`src/agc_params.svh`:
```
`ifndef AGC_PARAMS_SVH
`define AGC_PARAMS_SVH

// Bus and gain word widths
`define AGC_ADR_W               8
`define AGC_DAT_W               32
`define AGC_SCALE_W             17
`define AGC_OFFSET_W            16

// Loop constants
`define AGC_START_SCALE         1500
`define AGC_START_OFFSET        0
`define AGC_SCALE_MIN           300
`define AGC_SCALE_MAX           130000
`define AGC_OFFSET_LIM          1000
`define AGC_TARGET_RMS_SQ       16
`define AGC_RMS_ERR             0
`define AGC_OFFSET_ERR          5
`define AGC_SQ_SHIFT            13
`define AGC_START_SCALE_DELTA   30
`define AGC_START_OFFSET_DELTA  25
`define AGC_BOOT_CYCLES         31

// Core register map
`define AGC_CORE_CTRL           8'h00
`define AGC_CORE_SCALE          8'h10
`define AGC_CORE_OFFSET         8'h14

// Command words for the core control address
`define AGC_CMD_RESET           32'h0000_0004
`define AGC_CMD_START           32'h0000_0001
`define AGC_CMD_LOAD            32'h0000_0300
`define AGC_CMD_APPLY           32'h0000_0400

// Host register map
`define AGC_REG_ENABLE          8'h18
`define AGC_REG_SCALE_DELTA     8'h40
`define AGC_REG_OFFSET_DELTA    8'h44

`endif

```
`src/agc_bus_pkg.sv`:
```
`include "agc_params.svh"

package agc_bus_pkg;

    // Wishbone address and data words
    typedef logic [`AGC_ADR_W-1:0] wb_adr_t;
    typedef logic [`AGC_DAT_W-1:0] wb_dat_t;

    // Master engine, one classic cycle at a time
    typedef enum logic {
        IDLE,
        BUSY
    } bus_state_t;

endpackage

```
`src/agc_loop_pkg.sv`:
```
`include "agc_params.svh"

package agc_loop_pkg;

    typedef logic        [`AGC_SCALE_W-1:0]  scale_t;
    typedef logic signed [`AGC_OFFSET_W-1:0] offset_t;

    // Statistic word index, words 0 to 5
    typedef logic [2:0] stat_idx_t;

    // Round sequencer
    typedef enum logic [3:0] {
        BOOT,
        RESET_CORE,
        START,
        POLL,
        READ_STATS,
        CALC,
        WRITE_SCALE,
        WRITE_OFFSET,
        LOAD,
        APPLY
    } loop_state_t;

endpackage

```
`src/agc_bus_master.sv`:
```
`timescale 1ns/1ps

module agc_bus_master import agc_bus_pkg::*; (
    input  logic       aclk,
    input  logic       wb_rst_i,
    input  logic       cmd_valid_i,
    input  logic       cmd_we_i,
    input  wb_adr_t    cmd_adr_i,
    input  wb_dat_t    cmd_dat_i,
    output logic       cmd_ready_o,
    output logic       rsp_done_o,
    output wb_dat_t    rsp_dat_o,
    output logic       core_cyc_o,
    output logic       core_stb_o,
    output logic       core_we_o,
    output wb_adr_t    core_adr_o,
    output wb_dat_t    core_dat_o,
    output logic [3:0] core_sel_o,
    input  logic       core_ack_i,
    input  wb_dat_t    core_dat_i
);

    bus_state_t state;

    always_ff @(posedge aclk) begin
        if (wb_rst_i) begin
            state      <= IDLE;
            core_cyc_o <= 1'b0;
            core_we_o  <= 1'b0;
            rsp_done_o <= 1'b0;
        end else begin
            rsp_done_o <= 1'b0;
            case (state)
                IDLE: if (cmd_valid_i) begin
                    state      <= BUSY;
                    core_cyc_o <= 1'b1;
                    core_we_o  <= cmd_we_i;
                end
                BUSY: if (core_ack_i) begin   // Single cycle ends on ack
                    state      <= IDLE;
                    core_cyc_o <= 1'b0;
                    core_we_o  <= 1'b0;
                    rsp_done_o <= 1'b1;
                end
                default: state <= IDLE;
            endcase
        end
    end

    // Address, write data and read data
    always_ff @(posedge aclk) begin
        if (state == IDLE && cmd_valid_i) begin
            core_adr_o <= cmd_adr_i;
            core_dat_o <= cmd_dat_i;
        end
        if (state == BUSY && core_ack_i)
            rsp_dat_o <= core_dat_i;
    end

    assign cmd_ready_o = (state == IDLE);
    assign core_stb_o  = core_cyc_o;
    assign core_sel_o  = {4{core_cyc_o}};   // Full words only

endmodule

```
`src/agc_loop_sequencer.sv`:
```
`timescale 1ns/1ps
`include "agc_params.svh"

module agc_loop_sequencer import agc_bus_pkg::*, agc_loop_pkg::*; (
    input  logic    aclk,
    input  logic    wb_rst_i,
    input  logic    agc_en_i,
    // Bus engine
    output logic    cmd_valid_o,
    output logic    cmd_we_o,
    output wb_adr_t cmd_adr_o,
    output wb_dat_t cmd_dat_o,
    input  logic    cmd_ready_i,
    input  logic    rsp_done_i,
    input  wb_dat_t rsp_dat_i,
    // Gain calculator
    output logic    stats_valid_o,
    output wb_dat_t stat_status_o,
    output wb_dat_t stat_sq_o,
    output wb_dat_t stat_above_o,
    output wb_dat_t stat_below_o,
    output scale_t  stat_scale_o,
    output offset_t stat_offset_o,
    input  logic    gain_valid_i,
    input  scale_t  new_scale_i,
    input  offset_t new_offset_i,
    // Applied gains for read-back
    output scale_t  mirror_scale_o,
    output offset_t mirror_offset_o,
    output logic    mirror_en_o
);

    localparam int BOOT_W = $clog2(`AGC_BOOT_CYCLES);

    loop_state_t       state;
    stat_idx_t         stat_idx;
    logic [BOOT_W-1:0] boot_cnt;
    logic              waiting;    // Bus command or calc request outstanding
    scale_t            scale_r;    // Next values to commit
    offset_t           offset_r;

    // Command decode ////////////////////////
    always_comb begin
        cmd_we_o  = 1'b1;
        cmd_adr_o = `AGC_CORE_CTRL;
        cmd_dat_o = '0;
        case (state)
            RESET_CORE:   cmd_dat_o = `AGC_CMD_RESET;
            START:        cmd_dat_o = `AGC_CMD_START;
            POLL:         cmd_we_o  = 1'b0;     // Status word at 0x00
            READ_STATS: begin
                cmd_we_o  = 1'b0;
                cmd_adr_o = wb_adr_t'({stat_idx, 2'b00});
            end
            WRITE_SCALE: begin
                cmd_adr_o = `AGC_CORE_SCALE;
                cmd_dat_o = wb_dat_t'(scale_r);
            end
            WRITE_OFFSET: begin
                cmd_adr_o = `AGC_CORE_OFFSET;
                cmd_dat_o = wb_dat_t'(offset_r);  // Sign extended
            end
            LOAD:         cmd_dat_o = `AGC_CMD_LOAD;
            APPLY:        cmd_dat_o = `AGC_CMD_APPLY;
            default:      cmd_dat_o = '0;
        endcase
    end

    // Round FSM /////////////////////////////
    always_ff @(posedge aclk) begin
        if (wb_rst_i) begin
            state           <= BOOT;
            boot_cnt        <= BOOT_W'(`AGC_BOOT_CYCLES - 1);
            stat_idx        <= '0;
            waiting         <= 1'b0;
            cmd_valid_o     <= 1'b0;
            stats_valid_o   <= 1'b0;
            scale_r         <= scale_t'(`AGC_START_SCALE);
            offset_r        <= offset_t'(`AGC_START_OFFSET);
            stat_status_o   <= '0;
            stat_sq_o       <= '0;
            stat_above_o    <= '0;
            stat_below_o    <= '0;
            mirror_scale_o  <= '0;
            mirror_offset_o <= '0;
            mirror_en_o     <= 1'b0;
        end else begin
            stats_valid_o <= 1'b0;
            if (cmd_valid_o && cmd_ready_i)
                cmd_valid_o <= 1'b0;

            case (state)
                BOOT: begin
                    if (boot_cnt != '0)
                        boot_cnt <= boot_cnt - 1'b1;
                    else
                        state <= WRITE_SCALE;   // Commit the start values first
                end
                CALC: begin
                    if (!waiting) begin
                        stats_valid_o <= 1'b1;
                        waiting       <= 1'b1;
                    end else if (gain_valid_i) begin
                        scale_r  <= new_scale_i;
                        offset_r <= new_offset_i;
                        waiting  <= 1'b0;
                        state    <= WRITE_SCALE;
                    end
                end
                default: begin
                    if (!waiting) begin
                        cmd_valid_o <= 1'b1;
                        waiting     <= 1'b1;
                    end else if (rsp_done_i) begin
                        waiting <= 1'b0;
                        case (state)
                            RESET_CORE: state <= START;
                            START:      state <= POLL;
                            POLL: if (rsp_dat_i[1]) begin   // Sample period done
                                state    <= READ_STATS;
                                stat_idx <= '0;
                            end
                            READ_STATS: begin
                                case (stat_idx)
                                    3'd0:    stat_status_o <= rsp_dat_i;
                                    3'd1:    stat_sq_o     <= rsp_dat_i;
                                    3'd2:    stat_above_o  <= rsp_dat_i;
                                    3'd3:    stat_below_o  <= rsp_dat_i;
                                    3'd4:    stat_scale_o  <= scale_t'(rsp_dat_i);
                                    default: stat_offset_o <= offset_t'(rsp_dat_i);
                                endcase
                                if (stat_idx == 3'd5)
                                    state <= CALC;
                                else
                                    stat_idx <= stat_idx + 1'b1;
                            end
                            WRITE_SCALE:  state <= WRITE_OFFSET;
                            WRITE_OFFSET: state <= LOAD;
                            LOAD:         state <= APPLY;
                            APPLY: begin    // Round complete
                                mirror_scale_o  <= scale_r;
                                mirror_offset_o <= offset_r;
                                mirror_en_o     <= agc_en_i;
                                state           <= RESET_CORE;
                            end
                            default: state <= BOOT;
                        endcase
                    end
                end
            endcase
        end
    end

endmodule

```
`src/agc_gain_calc.sv`:
```
`timescale 1ns/1ps
`include "agc_params.svh"

module agc_gain_calc import agc_bus_pkg::*, agc_loop_pkg::*; (
    input  logic    aclk,
    input  logic    wb_rst_i,
    input  logic    stats_valid_i,
    input  wb_dat_t stat_status_i,
    input  wb_dat_t stat_sq_i,
    input  wb_dat_t stat_above_i,
    input  wb_dat_t stat_below_i,
    input  scale_t  stat_scale_i,
    input  offset_t stat_offset_i,
    input  scale_t  scale_delta_i,
    input  offset_t offset_delta_i,
    output logic    gain_valid_o,
    output scale_t  new_scale_o,
    output offset_t new_offset_o
);

    wb_dat_t sq_adj;
    scale_t  next_scale;
    offset_t next_offset;

    assign sq_adj = stat_sq_i >> `AGC_SQ_SHIFT;   // Square on the target time scale

    always_comb begin
        next_scale  = stat_scale_i;
        next_offset = stat_offset_i;
        if (stat_status_i[1]) begin     // Only a finished sample period counts
            // Scale toward the target RMS
            if (sq_adj > `AGC_TARGET_RMS_SQ + `AGC_RMS_ERR) begin
                if (stat_scale_i > `AGC_SCALE_MIN)
                    next_scale = stat_scale_i - scale_delta_i;
            end else if (sq_adj < `AGC_TARGET_RMS_SQ - `AGC_RMS_ERR) begin
                if (stat_scale_i < `AGC_SCALE_MAX)
                    next_scale = stat_scale_i + scale_delta_i;
            end
            // Offset balances the above and below counts
            if (stat_above_i > stat_below_i + `AGC_OFFSET_ERR) begin
                if (stat_offset_i > -`AGC_OFFSET_LIM)
                    next_offset = stat_offset_i - offset_delta_i;
            end else if (stat_below_i > stat_above_i + `AGC_OFFSET_ERR) begin
                if (stat_offset_i < `AGC_OFFSET_LIM)
                    next_offset = stat_offset_i + offset_delta_i;
            end
        end
    end

    always_ff @(posedge aclk) begin
        if (wb_rst_i)
            gain_valid_o <= 1'b0;
        else
            gain_valid_o <= stats_valid_i;
    end

    always_ff @(posedge aclk) begin
        if (stats_valid_i) begin
            new_scale_o  <= next_scale;
            new_offset_o <= next_offset;
        end
    end

endmodule

```
`src/agc_ctrl_regs.sv`:
```
`timescale 1ns/1ps
`include "agc_params.svh"

module agc_ctrl_regs import agc_bus_pkg::*, agc_loop_pkg::*; (
    input  logic       aclk,
    input  logic       wb_rst_i,
    input  logic       host_cyc_i,
    input  logic       host_stb_i,
    input  logic       host_we_i,
    input  wb_adr_t    host_adr_i,
    input  wb_dat_t    host_dat_i,
    input  logic [3:0] host_sel_i,
    output logic       host_ack_o,
    output wb_dat_t    host_dat_o,
    input  wb_dat_t    mirror_status_i,
    input  wb_dat_t    mirror_sq_i,
    input  wb_dat_t    mirror_above_i,
    input  wb_dat_t    mirror_below_i,
    input  scale_t     mirror_scale_i,
    input  offset_t    mirror_offset_i,
    input  logic       mirror_en_i,
    output scale_t     scale_delta_o,
    output offset_t    offset_delta_o,
    output logic       agc_en_o
);

    typedef enum logic [1:0] {
        ST_IDLE,
        ST_WRITE,
        ST_READ,
        ST_ACK
    } reg_state_t;

    reg_state_t state;
    wb_dat_t    wr_scale;
    wb_dat_t    wr_offset;
    wb_dat_t    rd_word;

    // Byte lanes not selected keep the old value
    function automatic wb_dat_t lane_merge(wb_dat_t old_w, wb_dat_t new_w, logic [3:0] sel);
        wb_dat_t w;
        w = old_w;
        for (int b = 0; b < 4; b++) begin
            if (sel[b])
                w[8*b +: 8] = new_w[8*b +: 8];
        end
        return w;
    endfunction

    assign wr_scale  = lane_merge(wb_dat_t'(scale_delta_o), host_dat_i, host_sel_i);
    assign wr_offset = lane_merge(wb_dat_t'(offset_delta_o), host_dat_i, host_sel_i);

    // Read map //////////////////////////////
    always_comb begin
        rd_word = '0;
        if (host_adr_i[6]) begin    // Loop steps
            case (host_adr_i[5:2])
                4'd0:    rd_word = wb_dat_t'(scale_delta_o);
                4'd1:    rd_word = wb_dat_t'(offset_delta_o);
                default: rd_word = '0;
            endcase
        end else begin              // Core mirror words
            case (host_adr_i[5:2])
                4'd0:    rd_word = mirror_status_i;
                4'd1:    rd_word = mirror_sq_i;
                4'd2:    rd_word = mirror_above_i;
                4'd3:    rd_word = mirror_below_i;
                4'd4:    rd_word = wb_dat_t'(mirror_scale_i);
                4'd5:    rd_word = wb_dat_t'(mirror_offset_i);
                4'd6:    rd_word = wb_dat_t'(mirror_en_i);
                default: rd_word = '0;
            endcase
        end
    end

    // Slave FSM /////////////////////////////
    always_ff @(posedge aclk) begin
        if (wb_rst_i) begin
            state          <= ST_IDLE;
            scale_delta_o  <= scale_t'(`AGC_START_SCALE_DELTA);
            offset_delta_o <= offset_t'(`AGC_START_OFFSET_DELTA);
            agc_en_o       <= 1'b1;
        end else begin
            case (state)
                ST_IDLE: if (host_cyc_i && host_stb_i)
                    state <= host_we_i ? ST_WRITE : ST_READ;
                ST_WRITE: begin
                    state <= ST_ACK;
                    case (host_adr_i)
                        `AGC_REG_ENABLE:       if (host_sel_i[0]) agc_en_o <= host_dat_i[0];
                        `AGC_REG_SCALE_DELTA:  scale_delta_o  <= scale_t'(wr_scale);
                        `AGC_REG_OFFSET_DELTA: offset_delta_o <= offset_t'(wr_offset);
                        default: ;              // Acked, no effect
                    endcase
                end
                ST_READ: state <= ST_ACK;
                default: state <= ST_IDLE;
            endcase
        end
    end

    always_ff @(posedge aclk) begin
        if (state == ST_READ)
            host_dat_o <= rd_word;      // Held through ack
    end

    assign host_ack_o = (state == ST_ACK);

endmodule

```
`src/agc_loop_top.sv`:
```
`timescale 1ns/1ps

module agc_loop_top import agc_bus_pkg::*, agc_loop_pkg::*; (
    input  logic       aclk,
    input  logic       wb_rst_i,
    // Host slave port
    input  logic       host_cyc_i,
    input  logic       host_stb_i,
    input  logic       host_we_i,
    input  wb_adr_t    host_adr_i,
    input  wb_dat_t    host_dat_i,
    input  logic [3:0] host_sel_i,
    output logic       host_ack_o,
    output wb_dat_t    host_dat_o,
    // AGC core master port
    output logic       core_cyc_o,
    output logic       core_stb_o,
    output logic       core_we_o,
    output wb_adr_t    core_adr_o,
    output wb_dat_t    core_dat_o,
    output logic [3:0] core_sel_o,
    input  logic       core_ack_i,
    input  wb_dat_t    core_dat_i,
    output logic       agc_en_o
);

    logic    cmd_valid, cmd_ready, cmd_we, rsp_done;
    wb_adr_t cmd_adr;
    wb_dat_t cmd_dat, rsp_dat;
    logic    stats_valid, gain_valid, mirror_en;
    wb_dat_t stat_status, stat_sq, stat_above, stat_below;
    scale_t  stat_scale, new_scale, scale_delta, mirror_scale;
    offset_t stat_offset, new_offset, offset_delta, mirror_offset;

    agc_ctrl_regs u_regs (
        .aclk(aclk), .wb_rst_i(wb_rst_i),
        .host_cyc_i(host_cyc_i), .host_stb_i(host_stb_i), .host_we_i(host_we_i),
        .host_adr_i(host_adr_i), .host_dat_i(host_dat_i), .host_sel_i(host_sel_i),
        .host_ack_o(host_ack_o), .host_dat_o(host_dat_o),
        .mirror_status_i(stat_status), .mirror_sq_i(stat_sq),
        .mirror_above_i(stat_above), .mirror_below_i(stat_below),
        .mirror_scale_i(mirror_scale), .mirror_offset_i(mirror_offset),
        .mirror_en_i(mirror_en),
        .scale_delta_o(scale_delta), .offset_delta_o(offset_delta), .agc_en_o(agc_en_o)
    );

    agc_loop_sequencer u_seq (
        .aclk(aclk), .wb_rst_i(wb_rst_i), .agc_en_i(agc_en_o),
        .cmd_valid_o(cmd_valid), .cmd_we_o(cmd_we), .cmd_adr_o(cmd_adr),
        .cmd_dat_o(cmd_dat), .cmd_ready_i(cmd_ready),
        .rsp_done_i(rsp_done), .rsp_dat_i(rsp_dat),
        .stats_valid_o(stats_valid), .stat_status_o(stat_status), .stat_sq_o(stat_sq),
        .stat_above_o(stat_above), .stat_below_o(stat_below),
        .stat_scale_o(stat_scale), .stat_offset_o(stat_offset),
        .gain_valid_i(gain_valid), .new_scale_i(new_scale), .new_offset_i(new_offset),
        .mirror_scale_o(mirror_scale), .mirror_offset_o(mirror_offset),
        .mirror_en_o(mirror_en)
    );

    agc_gain_calc u_calc (
        .aclk(aclk), .wb_rst_i(wb_rst_i), .stats_valid_i(stats_valid),
        .stat_status_i(stat_status), .stat_sq_i(stat_sq),
        .stat_above_i(stat_above), .stat_below_i(stat_below),
        .stat_scale_i(stat_scale), .stat_offset_i(stat_offset),
        .scale_delta_i(scale_delta), .offset_delta_i(offset_delta),
        .gain_valid_o(gain_valid), .new_scale_o(new_scale), .new_offset_o(new_offset)
    );

    agc_bus_master u_bus (
        .aclk(aclk), .wb_rst_i(wb_rst_i),
        .cmd_valid_i(cmd_valid), .cmd_we_i(cmd_we), .cmd_adr_i(cmd_adr),
        .cmd_dat_i(cmd_dat), .cmd_ready_o(cmd_ready),
        .rsp_done_o(rsp_done), .rsp_dat_o(rsp_dat),
        .core_cyc_o(core_cyc_o), .core_stb_o(core_stb_o), .core_we_o(core_we_o),
        .core_adr_o(core_adr_o), .core_dat_o(core_dat_o), .core_sel_o(core_sel_o),
        .core_ack_i(core_ack_i), .core_dat_i(core_dat_i)
    );

endmodule

```
`config.mk`:
```
export PLATFORM = sky130hd
export DESIGN_NAME = agc_loop_top
export DESIGN_NICKNAME = d
export VERILOG_FILES = /design/src/agc_bus_pkg.sv /design/src/agc_loop_pkg.sv /design/src/agc_bus_master.sv /design/src/agc_loop_sequencer.sv /design/src/agc_gain_calc.sv /design/src/agc_ctrl_regs.sv /design/src/agc_loop_top.sv
export VERILOG_INCLUDE_DIRS = /design/src
export SDC_FILE = /design/constraint.sdc
export NUM_CORES = 1
export LEC_CHECK = 0
export BUFFER_PORTS_ARGS = -buffer_cell sky130_fd_sc_hd__buf_2
export CAP_MARGIN = 10
export CORE_UTILIZATION = 65
export DETAILED_ROUTE_END_ITERATION = 12
export PLACE_DENSITY = 0.82
export SYNTH_ARGS = -nofsm -noshare
export SYNTH_HDL_FRONTEND = slang
export SYNTH_SLANG_ARGS = --single-unit
export TNS_END_PERCENT = 20
```
`constraint.sdc`:
```
create_clock -name aclk -period 9.7 [get_ports aclk]
set_input_delay 0.97 -clock aclk [delete_from_list [all_inputs] [get_ports aclk]]
set_output_delay 0.97 -clock aclk [all_outputs]
set_load 0.03 [all_outputs]
```
==> metrics.cfg, run 1 <==
[worst_setup_path]
rrSetupSlack_ps=4200
critPathCaptureType=flop
startpoint_type=flop
r2r_start=u_seq.stat_below_o[5]
arrival_ps=5820
reg2reg_depth=15
cp_data_required_time_ps=10010
cp_max_fo=13
reg2reg_to=u_calc.new_offset_o[14]
critPathKind=reg2reg

[timing]
layout_setup_ws_ps=4200
worst_pin_slew_ps=1270
fin_crit_sh=0.567
fmax_mhz=182
setup_violations=0
relSlewSlack=0.153
slew_viol_final=0
skew_ps=23.1
final.min_clock_period_ps=5500
rsz0062_at_grt=false
hold_viol=0
fin_tns_setup_ps=0
hold_slack_ps=455

[floorplan]
ios=163
std_cell_rows=67
die_y_um=187
start_util=0.662
coreArea_um2=33600
fp.dieArea_um2=35000
fp.dieW_um=187

[clocking]
cts_buffer_depth=3
cts_root_buffer=clkbuf_16
post_cts_resized=0
clkLatencyLatePin_ps=560
cts_tree=yes
cts_post_setup_buffers_inserted=0
numCtsBuffers=42
clock-sinks=402
cts_hold_buf=0
htreeDepth=2
clk_pin_slew_worst_paths_ps=60

[power_and_ir_drop]
seq_power_share=0.476
switching_share=0.263
clkPwrFrac=0.423
p_sw_uw=1050
comb_power_share=0.101
p_per_area_nw_per_um2=163
p_leak_uw=0.00909
p_int_uw=2940
finalPower_uw=3990
ir_worst_vdd_v=0.000201

[synthesis]
synth-edff-count=151
synth_area_leaders=dfxtp_1, edfxtp_1, nand2_1, ha_1, a21oi_1
yosys.area.top_type=dfxtp_1
synth_top_area_share=0.226
syn_inst=2566
ys_types=87
async_flop_share=0
ys_warn_count=0
ys_ff_latch=402
synth_area_um2=22300
synth-seq-area-share=0.430
ys.flop_type=dfxtp_1
avgSynthCellArea_um2=8.67

[detailed_routing]
wire_per_inst_um=22.3
dr.pass1.iters=6
wl_met1_mm=28.1
vias=20000
wl_met3_mm=8.32
top_layer=met5
viasPerCell=6.49
antenna_left=0
drc=0
met2WireLength_mm=29.5
wirelength_mm=68.9
drt-initial-drc-count=2445

[min_path]
holdPathEnd=u_seq.stat_status_o[11]
holdCritPathClass=reg2reg
whs_path_depth=2
min_from=u_seq.stat_status_o[11]

[placed_design]
dpl-instance-area_um2=23000
gp_congestion=0.966
hpwl_mm=49.2
port_buffers=141
pre_cts_ws_ps=4350

[global_routing]
antenna_found_initial=1
grt_pass1_vias=18500
grt_pass1_wl_mm=105
grt_start_max_net_pins=93
gr-total-overflow=0
grt_usage=0.387

[final_layout]
diodes=0
fin_area_um2=24400
areaGrowthSynthToFinish_pct=9.83
num-nets-final=2827
drive_gt1_frac=0.104

[run]
max_cap_viol_count=0

[run_status]
status=finished clean

-- layer usage --
metal | track usage | vias up
met1 | 0.541 | 9483
met2 | 0.583 | 1209
li1 | - | 9148
met4 | 0.161 | 2
met5 | 0 | -
met3 | 0.0839 | 189
-- flip-flops by register name, summed over array words and instances (netlist names), 17 cells and up --
name,count
u_bus.rsp_dat_o,32
u_regs.host_dat_o,32
u_seq.stat_above_o,32
u_seq.stat_below_o,32
u_seq.stat_sq_o,32
u_seq.stat_status_o,32
u_bus.core_dat_o,18
u_calc.new_scale_o,17
u_regs.scale_delta_o,17
u_seq.mirror_scale_o,17
u_seq.scale_r,17
u_seq.stat_scale_o,17
-- synthesized netlist by cell type (36+ instances only) --
cell	count
dfxtp_1	251
xor2_1	47
a22oi_1	62
nand3_1	37
edfxtp_1	151
nor3_1	36
a21oi_1	298
nor2_1	152
ha_1	138
nand2_1	528
xnor2_1	52
o21ai_0	78
inv_1	89
clkbuf_1	118
-- per-stage QoR --
| step | std cells | util |
|---|---|---|
| final | 3085 | 0.727 |
| after global routing | 3085 | 0.727 |
| after CTS | 3085 | 0.727 |
| after detailed placement | 3007 | 0.684 |
| after global placement | 3007 | 0.684 |
| after floorplan | 2570 | - |
-- final cells by class --
| cell class | instances | area [µm²] |
|---|---|---|
| sequential | 402 | 9560 |
| clock buffer | 54 | 1190 |
| timing repair buffer | 166 | 900 |
| clock inverter | 24 | 255 |
| fill | 2538 | 9180 |
| tap | 448 | 561 |
| multi-input combinational | 1899 | 11600 |
| inverter | 92 | 345 |
-- worst max-delay path by stage --
stage                                     start  slack, ps                 endpoint  cells past startpoint
after global placement    u_seq.stat_below_o[5]       4450  u_calc.new_offset_o[11]                     15
after CTS                 u_seq.stat_below_o[5]       4280  u_calc.new_offset_o[11]                     15
after floorplan           u_seq.stat_above_o[1]       5800  u_calc.new_offset_o[10]                     18
final                     u_seq.stat_below_o[5]       4200  u_calc.new_offset_o[14]                     15
after detailed placement  u_seq.stat_below_o[5]       4350  u_calc.new_offset_o[11]                     15
after global routing      u_seq.stat_below_o[5]       3920   u_calc.new_offset_o[1]                     16
-- critical path, stage by stage (launching register included) --
cell and delay, ps:
dfxtp_1 460, and3_1 260, nand3_1 140, nor3_1 480
nand3_1 370, nor2_1 480, nand3_1 170, xor2_1 170
ha_1 300, nand4_1 200, nor4_1 420, o41ai_1 180
o22a_1 350, a21boi_1 820, inv_1 200, a32o_1 270
-- power groups by stage --
stage / Combinational, µW / Clock, µW / Sequential, µW
after floorplan: 227 / 0 / 1990
after global placement: 389 / 0 / 1930
after detailed placement: 398 / 0 / 1940
after CTS: 400 / 1690 / 1900
after global routing: 430 / 1760 / 1910
final: 402 / 1690 / 1900
-- logic make-up after synthesis --
| group | count (synthesis) | synth area share |
|---|---|---|
| simple gates | 946 | 0.189 |
| compound gates | 671 | 0.193 |
| other cells | 1 | 0.000169 |
| mux | 36 | 0.0163 |
| fa+ha+maj | 142 | 0.0812 |
| flops | 402 | 0.430 |
| buf+inv | 269 | 0.0517 |
| xor+xnor | 99 | 0.0390 |
-- placed cells by master (no fill, tap or decap), types with 9 or more instances in the layout --
| cell type | synthesis | layout |
|---|---|---|
| a221oi_1 | 20 | 20 |
| and3_1 | 32 | 32 |
| clkbuf_16 | 0 | 45 |
| nand3b_1 | 9 | 9 |
| xnor2_1 | 52 | 52 |
| a211o_1 | 9 | 9 |
| a22o_1 | 34 | 34 |
| dfxtp_1 | 251 | 251 |
| ha_1 | 138 | 137 |
| nand3_1 | 37 | 37 |
| buf_2 | 26 | 140 |
| o21ai_0 | 78 | 78 |
| nand2b_1 | 22 | 22 |
| nor2_1 | 152 | 151 |
| xor2_1 | 47 | 47 |
| a22oi_1 | 62 | 62 |
| nand2_1 | 528 | 528 |
| nor4_1 | 18 | 17 |
| inv_1 | 89 | 89 |
| a211oi_1 | 9 | 9 |
| edfxtp_1 | 151 | 151 |
| o21bai_1 | 10 | 10 |
| nand4_1 | 30 | 30 |
| mux2i_1 | 34 | 34 |
| buf_4 | 29 | 25 |
| a21o_1 | 18 | 18 |
| o21a_1 | 17 | 17 |
| a21oi_1 | 298 | 298 |
| o21ai_1 | 12 | 12 |
| o211ai_1 | 10 | 10 |
| nor2b_1 | 20 | 19 |
| or3_1 | 15 | 15 |
| nor3_1 | 36 | 30 |
| o31ai_1 | 9 | 9 |
No activity file was read; power rests on OpenSTA's default activity.
==> inputs of run 2 (changes only) <==
Settings changed: ABC_AREA set to 1, CORE_UTILIZATION 65 to 62, PLACE_DENSITY 0.82 to 0.79.
Clock period 9.7 ns to 5.25 ns, I/O delays scaled along.
==> run 2 against run 1 <==
Effect of this change:
- core utilization decreased by 3.1 points
- via count increased by 14%
- sequential share of layout area decreased by 2.0 points
- hold slack got worse by 340 ps
- power increased by 87%
- register-to-register slack got worse by 3600 ps
- setup slack got worse by 3600 ps
- synthesized cell count increased by 21%
==> metrics.cfg, run 2 <==
[detailed_routing]
wire_per_inst_um=21.2  ; -5.3%
drc=0  ; unchanged
antenna_left=0  ; unchanged
vias=22900  ; +14%
viasPerCell=6.20  ; -4.5%
wirelength_mm=78.0  ; +13%
dr.pass1.iters=7  ; +1
drt-initial-drc-count=2893  ; +18%

[clocking]
htreeDepth=2  ; unchanged
clk_pin_slew_worst_paths_ps=70  ; about the same
clock-sinks=402  ; unchanged
numCtsBuffers=41  ; -2.4%
cts_tree=yes
cts_buffer_depth=3  ; unchanged
cts_post_setup_buffers_inserted=0  ; unchanged
post_cts_resized=0  ; unchanged
clkLatencyLatePin_ps=590  ; +30 ps
cts_root_buffer=clkbuf_16
cts_hold_buf=0  ; unchanged

[final_layout]
num-nets-final=3372  ; +19%
drive_gt1_frac=0.0905  ; -0.0137
final_common_cell=nand2_1
areaGrowthSynthToFinish_pct=9.41
finalNonFillerCells=3685  ; +19%
layout.cells.most_common_list=nand2_1, inv_1, a21oi_1, dfxtp_1, nor2_1
fill_cells=3053  ; +20%
diodes=0  ; unchanged

[floorplan]
fp.dieW_um=197  ; +5.2%
ios=163  ; unchanged
start_util=0.636  ; -0.0255
die_y_um=197  ; +5.2%
fp.dieArea_um2=38700  ; +11%
coreArea_um2=37000  ; +9.9%
std_cell_rows=70  ; +4.5%

[synthesis]
synth.top_cells.by_count=nand2_1, inv_1, a21oi_1
synth_top_area_share=0.214  ; -0.0122
ys_ff_latch=402  ; unchanged
synth_most_common_cell=nand2_1
async_flop_share=0  ; unchanged
synth-seq-area-share=0.406  ; -0.0232
ys.flop_type=dfxtp_1
synth-edff-count=151  ; unchanged
ys_warn_count=0  ; unchanged
synth_area_um2=23500  ; +5.7%
synth_area_leaders=dfxtp_1, edfxtp_1, nand2_1, ha_1, inv_1
yosys.area.top_type=dfxtp_1
syn_inst=3101  ; +21%
avgSynthCellArea_um2=7.59  ; -13%
ys_types=54  ; -38%

[worst_setup_path]
critPathCaptureType=flop
cp_data_required_time_ps=5580  ; -4430 ps
critPathKind=reg2reg
cp_max_fo=19  ; +6
r2r_start=u_seq.stat_below_o[0]
rrSetupSlack_ps=590  ; -3610 ps
crit_start=u_seq.stat_below_o[0]
reg2reg_to=u_calc.new_offset_o[10]
startpoint_type=flop
worstSetupEndpoint=u_calc.new_offset_o[10]
reg2reg_depth=22  ; +7
arrival_ps=4990  ; -830 ps

[timing]
setup_violations=0  ; unchanged
skew_ps=28.2  ; +5.04 ps
fin_tns_setup_ps=0  ; unchanged
final.min_clock_period_ps=4660  ; -839 ps
hold_viol=0  ; unchanged
relSlewSlack=0.150  ; -0.00266
rsz0062_at_grt=false
fin_crit_sh=0.889  ; +0.321
fmax_mhz=214  ; +18%
worst_pin_slew_ps=1270  ; +3.98 ps
slew_viol_final=0  ; unchanged

[power_and_ir_drop]
finalPower_uw=7470  ; +87%
ir_worst_vdd_v=0.000401  ; +100%
p_leak_uw=0.0106  ; +16%
p_per_area_nw_per_um2=290  ; +78%

[global_routing]
antenna_found_initial=3  ; +2
gr-total-overflow=0  ; unchanged
grt_start_max_net_pins=111  ; +19%
grt_pass1_vias=21400  ; +16%
grt_usage=0.401  ; +0.0140
grt_pass1_wl_mm=119  ; +14%

[placed_design]
gp_congestion=0.980  ; +1.4%
hpwl_mm=57.2  ; +16%
dp_cells=3608  ; +20%
port_buffers=141  ; unchanged

[run]
max_cap_viol_count=0  ; unchanged

[run_status]
status=finished clean

[min_path]
holdCritPathClass=in2reg

-- run 2: worst min path at each step --
stage	from	end	slack (ps)	cells past startpoint
floorplan	u_calc.new_scale_o[10]	u_seq.scale_r[10]	420	2
global placement	u_seq.stat_sq_o[10]	u_seq.stat_sq_o[10]	430	2
detailed placement	u_seq.mirror_scale_o[9]	u_seq.mirror_scale_o[9]	440	2
CTS	core_dat_i[2]	u_bus.rsp_dat_o[2]	110	1
global route	core_dat_i[2]	u_bus.rsp_dat_o[2]	110	1
finish	core_dat_i[2]	u_bus.rsp_dat_o[2]	120	1
-- run 2: stage by stage --
stage	hold WS, ps	cell area [µm²]	setup WS (ps)	utilization
CTS	107	25700	692	0.696
detailed placement	437	24300	779	0.657
finish	118	25700	585	0.696
global route	112	25700	210	0.696
floorplan	422	23500	1900	-
global placement	432	24300	873	0.657
-- run 2: kinds of logic after synthesis --
logic type / synth area share
buffers and inverters: 0.0962
AOI/OAI and AO/OA: 0.178
adders and majority gates: 0.0768
xor gates and xnor gates: 0.0290
and+or+nand+nor: 0.213
DFF: 0.406
other: 0.000159
-- run 2: worst max-delay path: stages (launching register included) --
cell	delay, ps
dfxtp_1	360
inv_1	110
o21ai_1	230
nand3_1	220
nor2_1	180
nand4_1	130
nor2_1	230
nand3_1	210
nor2_1	200
nand2_1	110
xor2_1	170
ha_1	300
nand2_1	60
nor2_1	130
nand2_1	130
nor4_2	360
nand2_1	100
nand2_1	320
nand2_2	330
inv_2	250
nand3_1	90
nand3_1	90
nand2_1	70
-- run 2: per-layer routing --
metal / track usage / vias up / part of all wire
met2: 0.631 / 1503 / 0.44
met5: 0 / - / 0.00028
met4: 0.194 / 4 / 0.052
li1: - / 10500 / -
met3: 0.0852 / 273 / 0.12
met1: 0.526 / 10600 / 0.39
-- run 2: cell type report --
type / count / area [µm²] / share of cell area
clock buffer: 61 / 1240 / 0.0483
multi-input combinational: 2146 / 11700 / 0.456
sequential: 402 / 9560 / 0.371
tap: 504 / 631 / 0.0245
inverter: 393 / 1480 / 0.0575
clock inverter: 15 / 173 / 0.00671
timing repair buffer: 164 / 911 / 0.0354
-- run 2: where the power goes --
group,total [µW],internal (µW),switching (µW),leakage [µW]
clock network,3060,1760,1300,0.000687
logic,863,202,661,0.00647
registers,3550,3420,130,0.00341
total,7470,5380,2090,0.0106
